==> src/rtl/rv_pkg.sv <==
package rv_pkg;

  localparam int unsigned XLEN       = 32;
  localparam int unsigned REG_ADDR_W = 5;
  localparam int unsigned SEL_W      = 4;

  localparam logic [XLEN-1:0] RESET_PC = 32'h8000_0000;

  // major opcodes handled by the core
  localparam logic [6:0] OPC_OP_IMM = 7'b001_0011;
  localparam logic [6:0] OPC_LUI    = 7'b011_0111;
  localparam logic [6:0] OPC_AUIPC  = 7'b001_0111;
  localparam logic [6:0] OPC_JAL    = 7'b110_1111;
  localparam logic [6:0] OPC_JALR   = 7'b110_0111;
  localparam logic [6:0] OPC_LOAD   = 7'b000_0011;
  localparam logic [6:0] OPC_STORE  = 7'b010_0011;
  localparam logic [6:0] OPC_SYSTEM = 7'b111_0011;

  // load/store width in funct3
  localparam logic [2:0] F3_BYTE   = 3'b000;
  localparam logic [2:0] F3_HALF   = 3'b001;
  localparam logic [2:0] F3_WORD   = 3'b010;
  localparam logic [2:0] F3_BYTE_U = 3'b100;
  localparam logic [2:0] F3_HALF_U = 3'b101;

  typedef struct packed {
    logic [11:0] imm;
    logic [4:0]  rs1;
    logic [2:0]  funct3;
    logic [4:0]  rd;
    logic [6:0]  opcode;
  } inst_i_t;

  typedef struct packed {
    logic [6:0] imm_hi;  // imm[11:5]
    logic [4:0] rs2;
    logic [4:0] rs1;
    logic [2:0] funct3;
    logic [4:0] imm_lo;  // imm[4:0]
    logic [6:0] opcode;
  } inst_s_t;

  typedef struct packed {
    logic [19:0] imm;  // imm[31:12]
    logic [4:0]  rd;
    logic [6:0]  opcode;
  } inst_u_t;

  // jal immediate bits are scattered over the upper word
  typedef struct packed {
    logic       imm_20;
    logic [9:0] imm_10_1;
    logic       imm_11;
    logic [7:0] imm_19_12;
    logic [4:0] rd;
    logic [6:0] opcode;
  } inst_j_t;

  typedef union packed {
    inst_i_t i;
    inst_s_t s;
    inst_u_t u;
    inst_j_t j;
  } inst_t;

endpackage
==> src/rtl/rv32_core.sv <==
`timescale 1ns/1ps

module rv32_core (
  input  logic                     clk,
  input  logic                     reset,
  // instruction bus, read only
  output logic                     ibus_cyc,
  output logic                     ibus_stb,
  output logic [rv_pkg::XLEN-1:0]  ibus_adr,
  input  logic [rv_pkg::XLEN-1:0]  ibus_dat_r,
  input  logic                     ibus_ack,
  // data bus
  output logic                     dbus_cyc,
  output logic                     dbus_stb,
  output logic                     dbus_we,
  output logic [rv_pkg::XLEN-1:0]  dbus_adr,
  output logic [rv_pkg::SEL_W-1:0] dbus_sel,
  output logic [rv_pkg::XLEN-1:0]  dbus_dat_w,
  input  logic [rv_pkg::XLEN-1:0]  dbus_dat_r,
  input  logic                     dbus_ack,
  output logic [rv_pkg::XLEN-1:0]  pc,
  output logic                     halt
);

  rv_pkg::inst_t           inst;
  logic                    inst_valid;
  logic                    retire;
  logic [rv_pkg::XLEN-1:0] next_pc;
  logic                    mem_start;
  logic                    mem_we;
  logic [2:0]              mem_size;
  logic [rv_pkg::XLEN-1:0] mem_addr;
  logic [rv_pkg::XLEN-1:0] store_data;
  logic                    mem_done;
  logic [rv_pkg::XLEN-1:0] load_data;

  fetch_unit i_fetch_unit (
    .clk        (clk),
    .reset      (reset),
    .halt       (halt),
    .retire     (retire),
    .next_pc    (next_pc),
    .ibus_cyc   (ibus_cyc),
    .ibus_stb   (ibus_stb),
    .ibus_adr   (ibus_adr),
    .ibus_dat_r (ibus_dat_r),
    .ibus_ack   (ibus_ack),
    .inst       (inst),
    .inst_pc    (pc),
    .inst_valid (inst_valid)
  );

  execute_unit i_execute_unit (
    .clk        (clk),
    .reset      (reset),
    .inst       (inst),
    .inst_pc    (pc),
    .inst_valid (inst_valid),
    .retire     (retire),
    .next_pc    (next_pc),
    .halt       (halt),
    .mem_start  (mem_start),
    .mem_we     (mem_we),
    .mem_size   (mem_size),
    .mem_addr   (mem_addr),
    .store_data (store_data),
    .mem_done   (mem_done),
    .load_data  (load_data)
  );

  load_store_unit i_load_store_unit (
    .clk        (clk),
    .reset      (reset),
    .mem_start  (mem_start),
    .mem_we     (mem_we),
    .mem_size   (mem_size),
    .mem_addr   (mem_addr),
    .store_data (store_data),
    .mem_done   (mem_done),
    .load_data  (load_data),
    .dbus_cyc   (dbus_cyc),
    .dbus_stb   (dbus_stb),
    .dbus_we    (dbus_we),
    .dbus_adr   (dbus_adr),
    .dbus_sel   (dbus_sel),
    .dbus_dat_w (dbus_dat_w),
    .dbus_dat_r (dbus_dat_r),
    .dbus_ack   (dbus_ack)
  );

endmodule

==> src/rtl/load_store_unit.sv <==
`timescale 1ns/1ps

module load_store_unit (
  input  logic                     clk,
  input  logic                     reset,
  input  logic                     mem_start,
  input  logic                     mem_we,
  input  logic [2:0]               mem_size,
  input  logic [rv_pkg::XLEN-1:0]  mem_addr,
  input  logic [rv_pkg::XLEN-1:0]  store_data,
  output logic                     mem_done,
  output logic [rv_pkg::XLEN-1:0]  load_data,
  output logic                     dbus_cyc,
  output logic                     dbus_stb,
  output logic                     dbus_we,
  output logic [rv_pkg::XLEN-1:0]  dbus_adr,
  output logic [rv_pkg::SEL_W-1:0] dbus_sel,
  output logic [rv_pkg::XLEN-1:0]  dbus_dat_w,
  input  logic [rv_pkg::XLEN-1:0]  dbus_dat_r,
  input  logic                     dbus_ack
);

  logic                    busy;
  logic                    we_q;
  logic [2:0]              size_q;
  logic [rv_pkg::XLEN-1:0] addr_q;
  logic [rv_pkg::XLEN-1:0] data_q;
  logic [1:0]              offset;  // byte lane after alignment
  logic [rv_pkg::XLEN-1:0] lane;

  always_ff @(posedge clk) begin
    if (reset) begin
      busy <= 1'b0;
      we_q <= 1'b0;
    end else if (mem_start) begin
      busy <= 1'b1;
      we_q <= mem_we;
    end else if (busy && dbus_ack) begin
      busy <= 1'b0;
    end
  end

  // request payload
  always_ff @(posedge clk) begin
    if (mem_start) begin
      size_q <= mem_size;
      addr_q <= mem_addr;
      data_q <= store_data;
    end
  end

  // low address bits below the access size are dropped
  always_comb begin
    case (size_q)
      rv_pkg::F3_BYTE, rv_pkg::F3_BYTE_U: begin
        offset     = addr_q[1:0];
        dbus_sel   = 4'b0001 << addr_q[1:0];
        dbus_dat_w = {4{data_q[7:0]}};
      end
      rv_pkg::F3_HALF, rv_pkg::F3_HALF_U: begin
        offset     = {addr_q[1], 1'b0};
        dbus_sel   = addr_q[1] ? 4'b1100 : 4'b0011;
        dbus_dat_w = {2{data_q[15:0]}};
      end
      default: begin  // word
        offset     = 2'b00;
        dbus_sel   = 4'b1111;
        dbus_dat_w = data_q;
      end
    endcase
  end

  assign lane = dbus_dat_r >> {offset, 3'b000};

  always_comb begin
    case (size_q)
      rv_pkg::F3_BYTE:   load_data = {{24{lane[7]}}, lane[7:0]};
      rv_pkg::F3_BYTE_U: load_data = {24'h000000, lane[7:0]};
      rv_pkg::F3_HALF:   load_data = {{16{lane[15]}}, lane[15:0]};
      rv_pkg::F3_HALF_U: load_data = {16'h0000, lane[15:0]};
      default:           load_data = lane;
    endcase
  end

  assign mem_done = busy && dbus_ack;
  assign dbus_cyc = busy;
  assign dbus_stb = busy;
  assign dbus_we  = we_q;
  assign dbus_adr = {addr_q[rv_pkg::XLEN-1:2], 2'b00};

endmodule

==> src/rtl/execute_unit.sv <==
`timescale 1ns/1ps

module execute_unit (
  input  logic                    clk,
  input  logic                    reset,
  input  rv_pkg::inst_t           inst,
  input  logic [rv_pkg::XLEN-1:0] inst_pc,
  input  logic                    inst_valid,
  output logic                    retire,
  output logic [rv_pkg::XLEN-1:0] next_pc,
  output logic                    halt,
  output logic                    mem_start,
  output logic                    mem_we,
  output logic [2:0]              mem_size,
  output logic [rv_pkg::XLEN-1:0] mem_addr,
  output logic [rv_pkg::XLEN-1:0] store_data,
  input  logic                    mem_done,
  input  logic [rv_pkg::XLEN-1:0] load_data
);

  logic [6:0]              opcode;
  logic [rv_pkg::XLEN-1:0] imm_i;
  logic [rv_pkg::XLEN-1:0] imm_s;
  logic [rv_pkg::XLEN-1:0] imm_u;
  logic [rv_pkg::XLEN-1:0] imm_j;
  logic [rv_pkg::XLEN-1:0] rs1_data;
  logic [rv_pkg::XLEN-1:0] rs2_data;
  logic [rv_pkg::XLEN-1:0] op_a;
  logic [rv_pkg::XLEN-1:0] op_b;
  logic [rv_pkg::XLEN-1:0] sum;
  logic [rv_pkg::XLEN-1:0] pc_plus4;
  logic [rv_pkg::XLEN-1:0] wb_data;
  logic                    is_load;
  logic                    is_store;
  logic                    is_mem;
  logic                    is_ebreak;
  logic                    writes_rd;  // writes in the inst_valid cycle
  logic                    rf_wen;

  assign opcode = inst.i.opcode;

  // sign-extended immediates, one per format
  assign imm_i = {{20{inst.i.imm[11]}}, inst.i.imm};
  assign imm_s = {{20{inst.s.imm_hi[6]}}, inst.s.imm_hi, inst.s.imm_lo};
  assign imm_u = {inst.u.imm, 12'h000};
  assign imm_j = {{11{inst.j.imm_20}}, inst.j.imm_20, inst.j.imm_19_12,
                  inst.j.imm_11, inst.j.imm_10_1, 1'b0};

  assign is_load   = (opcode == rv_pkg::OPC_LOAD);
  assign is_store  = (opcode == rv_pkg::OPC_STORE);
  assign is_mem    = is_load || is_store;
  assign is_ebreak = (opcode == rv_pkg::OPC_SYSTEM) && (inst.i.imm == 12'h001);

  // one shared adder, operands picked by opcode
  always_comb begin
    op_a      = rs1_data;
    op_b      = imm_i;
    writes_rd = 1'b0;
    case (opcode)
      rv_pkg::OPC_OP_IMM: writes_rd = 1'b1;  // every funct3 treated as addi
      rv_pkg::OPC_LUI: begin
        op_a      = '0;
        op_b      = imm_u;
        writes_rd = 1'b1;
      end
      rv_pkg::OPC_AUIPC: begin
        op_a      = inst_pc;
        op_b      = imm_u;
        writes_rd = 1'b1;
      end
      rv_pkg::OPC_JAL: begin
        op_a      = inst_pc;
        op_b      = imm_j;
        writes_rd = 1'b1;
      end
      rv_pkg::OPC_JALR: writes_rd = 1'b1;
      rv_pkg::OPC_STORE: op_b = imm_s;
      default: ;  // load keeps rs1 + imm_i, the rest are no-ops
    endcase
  end

  assign sum      = op_a + op_b;
  assign pc_plus4 = inst_pc + 32'd4;

  always_comb begin
    case (opcode)
      rv_pkg::OPC_JAL:  next_pc = sum;
      rv_pkg::OPC_JALR: next_pc = {sum[rv_pkg::XLEN-1:1], 1'b0};
      default:          next_pc = pc_plus4;
    endcase
  end

  always_comb begin
    if ((opcode == rv_pkg::OPC_JAL) || (opcode == rv_pkg::OPC_JALR)) begin
      wb_data = pc_plus4;  // link address
    end else if (is_load) begin
      wb_data = load_data;
    end else begin
      wb_data = sum;
    end
  end

  assign rf_wen = (inst_valid && writes_rd) || (mem_done && is_load);

  register_file i_register_file (
    .clk      (clk),
    .rs1      (inst.i.rs1),
    .rs2      (inst.s.rs2),
    .rs1_data (rs1_data),
    .rs2_data (rs2_data),
    .wen      (rf_wen),
    .rd       (inst.i.rd),
    .wdata    (wb_data)
  );

  // memory ops finish on mem_done, ebreak never finishes
  assign retire = (inst_valid && !is_mem && !is_ebreak) || mem_done;

  assign mem_start  = inst_valid && is_mem;
  assign mem_we     = is_store;
  assign mem_size   = inst.i.funct3;
  assign mem_addr   = sum;
  assign store_data = rs2_data;

  always_ff @(posedge clk) begin
    if (reset) begin
      halt <= 1'b0;
    end else if (inst_valid && is_ebreak) begin
      halt <= 1'b1;  // sticky
    end
  end

endmodule

==> src/rtl/fetch_unit.sv <==
`timescale 1ns/1ps

module fetch_unit (
  input  logic                    clk,
  input  logic                    reset,
  input  logic                    halt,
  input  logic                    retire,
  input  logic [rv_pkg::XLEN-1:0] next_pc,
  output logic                    ibus_cyc,
  output logic                    ibus_stb,
  output logic [rv_pkg::XLEN-1:0] ibus_adr,
  input  logic [rv_pkg::XLEN-1:0] ibus_dat_r,
  input  logic                    ibus_ack,
  output rv_pkg::inst_t           inst,
  output logic [rv_pkg::XLEN-1:0] inst_pc,
  output logic                    inst_valid
);

  logic [rv_pkg::XLEN-1:0] pc_q;
  logic                    wait_retire;  // low while requesting, high while execute owns inst
  logic                    cyc_q;
  logic                    fetch_done;

  assign fetch_done = !wait_retire && cyc_q && ibus_ack;

  always_ff @(posedge clk) begin
    if (reset) begin
      pc_q        <= rv_pkg::RESET_PC;
      wait_retire <= 1'b0;
      cyc_q       <= 1'b0;
      inst_valid  <= 1'b0;
    end else begin
      inst_valid <= 1'b0;
      if (!wait_retire) begin
        if (fetch_done) begin
          cyc_q       <= 1'b0;
          wait_retire <= 1'b1;
          inst_valid  <= 1'b1;
        end else if (!cyc_q && !halt) begin
          cyc_q <= 1'b1;  // only taken right after reset
        end
      end else if (retire) begin
        pc_q        <= next_pc;
        wait_retire <= 1'b0;
        cyc_q       <= !halt;  // next request goes out straight away
      end
    end
  end

  // captured word stays put until retire
  always_ff @(posedge clk) begin
    if (fetch_done) begin
      inst <= ibus_dat_r;
    end
  end

  assign ibus_cyc = cyc_q;
  assign ibus_stb = cyc_q;
  assign ibus_adr = pc_q;
  assign inst_pc  = pc_q;

endmodule

==> src/rtl/register_file.sv <==
`timescale 1ns/1ps

module register_file (
  input  logic                          clk,
  input  logic [rv_pkg::REG_ADDR_W-1:0] rs1,
  input  logic [rv_pkg::REG_ADDR_W-1:0] rs2,
  output logic [rv_pkg::XLEN-1:0]       rs1_data,
  output logic [rv_pkg::XLEN-1:0]       rs2_data,
  input  logic                          wen,
  input  logic [rv_pkg::REG_ADDR_W-1:0] rd,
  input  logic [rv_pkg::XLEN-1:0]       wdata
);

  logic [rv_pkg::XLEN-1:0] regs [0:(1 << rv_pkg::REG_ADDR_W)-1];

  // x0 never written
  always_ff @(posedge clk) begin
    if (wen && (rd != '0)) begin
      regs[rd] <= wdata;
    end
  end

  // asynchronous reads, x0 forced to zero
  assign rs1_data = (rs1 == '0) ? '0 : regs[rs1];
  assign rs2_data = (rs2 == '0) ? '0 : regs[rs2];

endmodule

==> config.mk <==
export PLATFORM = sky130hd
export DESIGN_NAME = rv32_core
export DESIGN_NICKNAME = d
export VERILOG_FILES = /design/src/rtl/rv_pkg.sv /design/src/rtl/rv32_core.sv /design/src/rtl/load_store_unit.sv /design/src/rtl/execute_unit.sv /design/src/rtl/fetch_unit.sv /design/src/rtl/register_file.sv
export SDC_FILE = /design/constraint.sdc
export NUM_CORES = 2
export LEC_CHECK = 0
export BUFFER_PORTS_ARGS = -buffer_cell sky130_fd_sc_hd__buf_2
export CAP_MARGIN = 20
export CORE_ASPECT_RATIO = 1.75
export CORE_MARGIN = 4
export CORE_UTILIZATION = 55
export CTS_CLUSTER_SIZE = 25
export DETAILED_ROUTE_END_ITERATION = 8
export PLACE_DENSITY = 0.72
export SLEW_MARGIN = 30
export SYNTH_ARGS = -nofsm -noshare
export SYNTH_HDL_FRONTEND = slang
export SYNTH_SLANG_ARGS = --single-unit
==> constraint.sdc <==
create_clock -name clk -period 10.5 [get_ports clk]
set_clock_uncertainty 0.1 [all_clocks]
set_input_delay 0.525 -clock clk [delete_from_list [all_inputs] [get_ports clk]]
set_output_delay 0.525 -clock clk [all_outputs]
set_load 0.02 [all_outputs]
Word level (Yosys, flattened, before mapping). Memories as Yosys holds them, arrays and structs flattened. A register that Yosys moved wholly into a read port is not among the register bits. Index checks and enable logic that the tools add are counted.

Bits in registers: 105. RAM bits: 1024. Input bits: 68. Output and inout port bits: 138. Word-level logic and storage cells: 87. Memories kept: 1.

Add/subtract/negate cells: 2. Equality and inequality tests: 13. Shift operators: 2. Mux-type cells: 24. Reductions and logical operators: 35.

Memory list: i_execute_unit.i_register_file.regs (words 32, bits a word 32, read ports 2, clocked after memory_dff 2, write ports 1, RTL line register_file.sv:14) `logic [rv_pkg::XLEN-1:0] regs [0:(1 << rv_pkg::REG_ADDR_W)-1];`.

Operator list (number): 32-bit one-hot mux with 2 select lines (3); 32-bit one-hot mux with 4 select lines (1); 32-bit 2-to-1 mux (3); 31-bit one-hot mux with 3 select lines (1); 32-bit by 3-bit adder with 32-bit output (second input constant) (1); 32-bit adder (1); 32-bit by 5-bit right shift with 32-bit output (1); 7-bit equality test (second input constant) (3); 7-bit by 5-bit equality test with 1-bit output (second input constant) (2); 7-bit by 6-bit equality test with 1-bit output (second input constant) (2); 12-bit by 1-bit equality test with 1-bit output (second input constant) (1); 1-bit logical AND (12); 1-bit 2-to-1 mux (12); 5-bit logical NOT (2); 2-bit OR reduction (5); 4-bit one-hot mux with 2 select lines (1); 7-bit by 2-bit equality test with 1-bit output (second input constant) (1); 3-bit equality test (second input constant) (2); 1-bit logical NOT (5); 5-bit 2-to-1 mux (1); 5-bit nonzero test (1); 5-bit OR reduction (1); 1-bit logical OR (4); 4-bit 2-to-1 mux (1); other kinds (8) (9).

Depth between registers and ports, before layout.
Word-level depth: 8. Gate-level depth with buffers: 19. Gate-level depth less buffers: 17.

Modules after synthesis. From an unflattened synthesis, not the netlist that was laid out.

Cell total of the unflattened synthesis: 3689. Area, all modules: 58077.0 µm².

Modules (own cells, without submodules): register_file (times used 1, cells each 2564, area an instance 47904.7 µm², sequential area each 30749.5 µm²); execute_unit (times used 1, cells each 655, area an instance 4112.7 µm², sequential area each 20.0 µm²); load_store_unit (times used 1, cells each 253, area an instance 3608.5 µm², sequential area each 2052.0 µm²); fetch_unit (times used 1, cells each 217, area an instance 2451.1 µm², sequential area each 1661.6 µm²).

Worst setup path before layout. OpenSTA, ideal clock, no wires.

Path kind: reg2reg. Start point: register with a tool-made name. End point: memory i_execute_unit.i_register_file.regs[0][26] in the netlist's numbering (data pin). Setup time: 467 ps. Arrival: 5669 ps. Required time: 9933 ps. Slack: 4264 ps. Stages on the path, launching flop included: 19. Buffers on the path: 3. Period minus slack after synthesis: 6236 ps. Cell sequence: dfxtp_1 -> buf_2 -> buf_2 -> buf_2 -> mux4_2 -> mux4_2 -> mux2i_1 -> o21ai_0 -> ha_1 -> fa_1 -> a21o_1 -> nand4_1 -> a21boi_2 -> nand4_1 -> nand2_1 -> o31ai_1 -> and4b_1 -> nor3b_1 -> o31ai_1.

RTL lines (RTL line): end, declared (register_file.sv:14).

==> reports/results.ini <==
[routing]
wl_um=177000
vias=34300
wl_per_cell_um=37.4
drt_pre_antenna_iters=6
antenna_left=0
drtIter0Drc=4803
viasPerCell=7.24
drc=0

[floorplanning]
num_rows=155
io_pins=206
dieArea_um2=109000
fp.dieW_um=251
coreArea_um2=102000
initial_core_util=0.556
die_h_um=433

[timing]
max_freq_mhz=143
tightestPinTransition_ns=1.04
rsz0062_at_grt=false
setup_slack_ns=3.50
finalHoldViolCount=0
setup_tns_ns=0
setup_viol=0
max-slew-margin-rel=0.309
period_needed_ns=7.00
maxSlewViolCount=0
post-route-period-util=0.667

[synth]
synth_area_leaders=edfxtp_1 59%, mux4_2 25%, dfxtp_1 1.5%
synth_cells=3138
yosysTopAreaCell=edfxtp_1
synth-edff-count=1123
yosysSeqAreaShare=0.609
netlist_area_um2=56800
synth_most_common_cell=edfxtp_1
yosysWarnings=0
avgSynthCellArea_um2=18.1
synth-seq-cells=1166
yosys-top-cells-count=1,123 x edfxtp_1, 639 x mux4_2, 200 x nand2_1
synth_top_area_frac=0.593
ys_types=79
ys.flop_type=edfxtp_1
synthArstFlopShare=0

[setup_path]
cp_max_fo=86
critPathMaxStageDelay_ns=0.89
worst_ep_arrival_time_ns=7.47
cp_slowest_cell=dfxtp_4
critical_path_required_ns=10.97
end_kind=flop
cpMostUsedCell=mux4_2
critPathLaunchType=flop
crit_chain=buf_12 -> mux4_2 -> mux4_2 -> mux2i_1 -> o21ai_0 -> ha_1 -> nand4_2 -> nor2_1 -> and3_1 -> a31oi_1 -> nand2_1 -> o31ai_1 -> and4b_1 -> nor3b_1 -> o31ai_4 -> buf_6
path_class=flop to flop

[clock_network]
clkLatencyLatePin_ns=0.73
root_buffer=clkbuf_16
cts-resized-gates=0
cts_inserted_buffers=102
cts_sinks=1166
tritoncts=done
clkSlewWorstSetupHoldPaths_ns=0.07
post_cts_buffers=0
cts-hold-fix-buffers=32
htree_levels=3
clockBufferDepth=3

[finish]
fin_nets=3413
num-fill-cells=7055
drive_gt1_frac=0.358
utilization=0.619
area_delta_synth_final_pct=11.2
design_area_um2=63200

[global_routing]
grt_max_degree=110
grt_antenna_before_repair=7
grt_overflow=0
grt_pass1_wl_um=252000
grt_usage=0.326
grt_pass1_vias=34800

[min_path]
hold_path.class=primary input to flop

[power_and_ir_drop]
powerDensity_nw_per_um2=192
ir_drop_v=0.000177
p_leak_nw=20.5

[job]
drv_cap=0

[placement]
preCtsSetupSlack_ns=3.17
dp_hpwl_um=106000
port_buffers=203
placed_area_um2=59400
gp_congestion=0.998

[status]
status=completed

==> worst paths after layout <==
kind,cells after the start,end,from,slack [ns]
min,3,i_load_store_unit.dbus_cyc,dbus_ack,0.07
max,16,i_execute_unit.i_register_file.regs[14][26],flop,3.50
max reg2reg,16,i_execute_unit.i_register_file.regs[14][26],flop,3.50
min reg2reg,2,i_load_store_unit.dbus_we,i_load_store_unit.dbus_we,0.38
==> logic make-up (layout without fill, tap and decap cells) <==
kind of cell,after synthesis,after routing,share of synthesized area
adders and majority gates,33,33,0.00740
other,1,39,0.0000660
muxes,727,727,0.269
AOI/OAI and AO/OA,359,359,0.0399
xor gates and xnor gates,52,52,0.00801
and+or+nand+nor,459,459,0.0379
DFF,1166,1166,0.609
buffers and inverters,341,571,0.0290
==> worst max-delay path: cells and delay by family (launching register included) <==
| family | cells | cell delay (ns) |
|---|---|---|
| compound gates | 4 | 1.59 |
| mux | 3 | 1.50 |
| simple gates | 6 | 1.33 |
| flops | 1 | 0.89 |
| buf+inv | 2 | 0.83 |
| fa+ha+maj | 1 | 0.41 |
==> cell type report <==
cell class / count / area, um^2 / area share
sequential: 1166 / 34600 / 0.547
multi-input combinational: 1664 / 21200 / 0.335
clock buffer: 116 / 2650 / 0.0419
timing repair buffer: 334 / 2180 / 0.0345
tap: 1334 / 1670 / 0.0264
clock inverter: 77 / 758 / 0.0120
inverter: 44 / 169 / 0.00267
antenna: 5 / 12.5 / 0.000198
==> through the flow <==
step | hold slack [ns] | std cells | total power, mW
5_1_grt | 0.0593 | 4736 | 12.5
3_5_place_dp | 0.350 | 4508 | 8.29
2_1_floorplan | 0.327 | 3171 | 7.45
3_3_place_gp | 0.342 | 4505 | 8.17
4_1_cts | 0.0234 | 4733 | 12.1
6_report | 0.0737 | 4740 | 12.1
==> flip-flops by register name, summed over array words and instances (netlist names), named ones only <==
name,cells
i_execute_unit.i_register_file.regs,1024
i_fetch_unit.ibus_adr,32
i_fetch_unit.inst,32
i_load_store_unit.addr_q,32
i_load_store_unit.data_q,32
i_load_store_unit.size_q,3
i_execute_unit.halt,1
i_fetch_unit.ibus_cyc,1
i_fetch_unit.inst_valid,1
i_fetch_unit.wait_retire,1
i_load_store_unit.dbus_cyc,1
i_load_store_unit.dbus_we,1
==> cells in the final DEF, fill, tap and decap left out, drive strengths merged, types with 17 or more instances in the layout <==
cell type    instances
a21o                32
a21oi               83
and2                20
buf                302
clkbuf             116
clkinv              56
conb                34
dfxtp               43
dlygate4sd3         32
edfxtp            1123
ha                  32
inv                 49
mux2                24
mux2i               64
mux4               639
nand2              200
nand3               30
nor2                96
nor3                17
o211ai              18
o21ai              137
xnor2               26
xor2                26
==> report_power, final <==
part           switching [mW]  leakage, nW  internal, mW
clock network            1.76         1.67          2.12
registers              0.0634         10.5          5.91
logic                    1.50         8.41         0.754
total                    3.33         20.5          8.79
==> metal layers <==
| layer | share of wire | up-vias | wire, um | global-route usage |
|---|---|---|---|---|
| met3 | 0.11 | 555 | 19600 | 0.0627 |
| met4 | 0.068 | 6 | 12100 | 0.180 |
| li1 | - | 13400 | - | - |
| met1 | 0.32 | 17900 | 57200 | 0.408 |
| met5 | 0.00023 | - | 40 | 0 |
| met2 | 0.50 | 2516 | 88200 | 0.543 |
No activity file was read; power rests on OpenSTA's default activity.
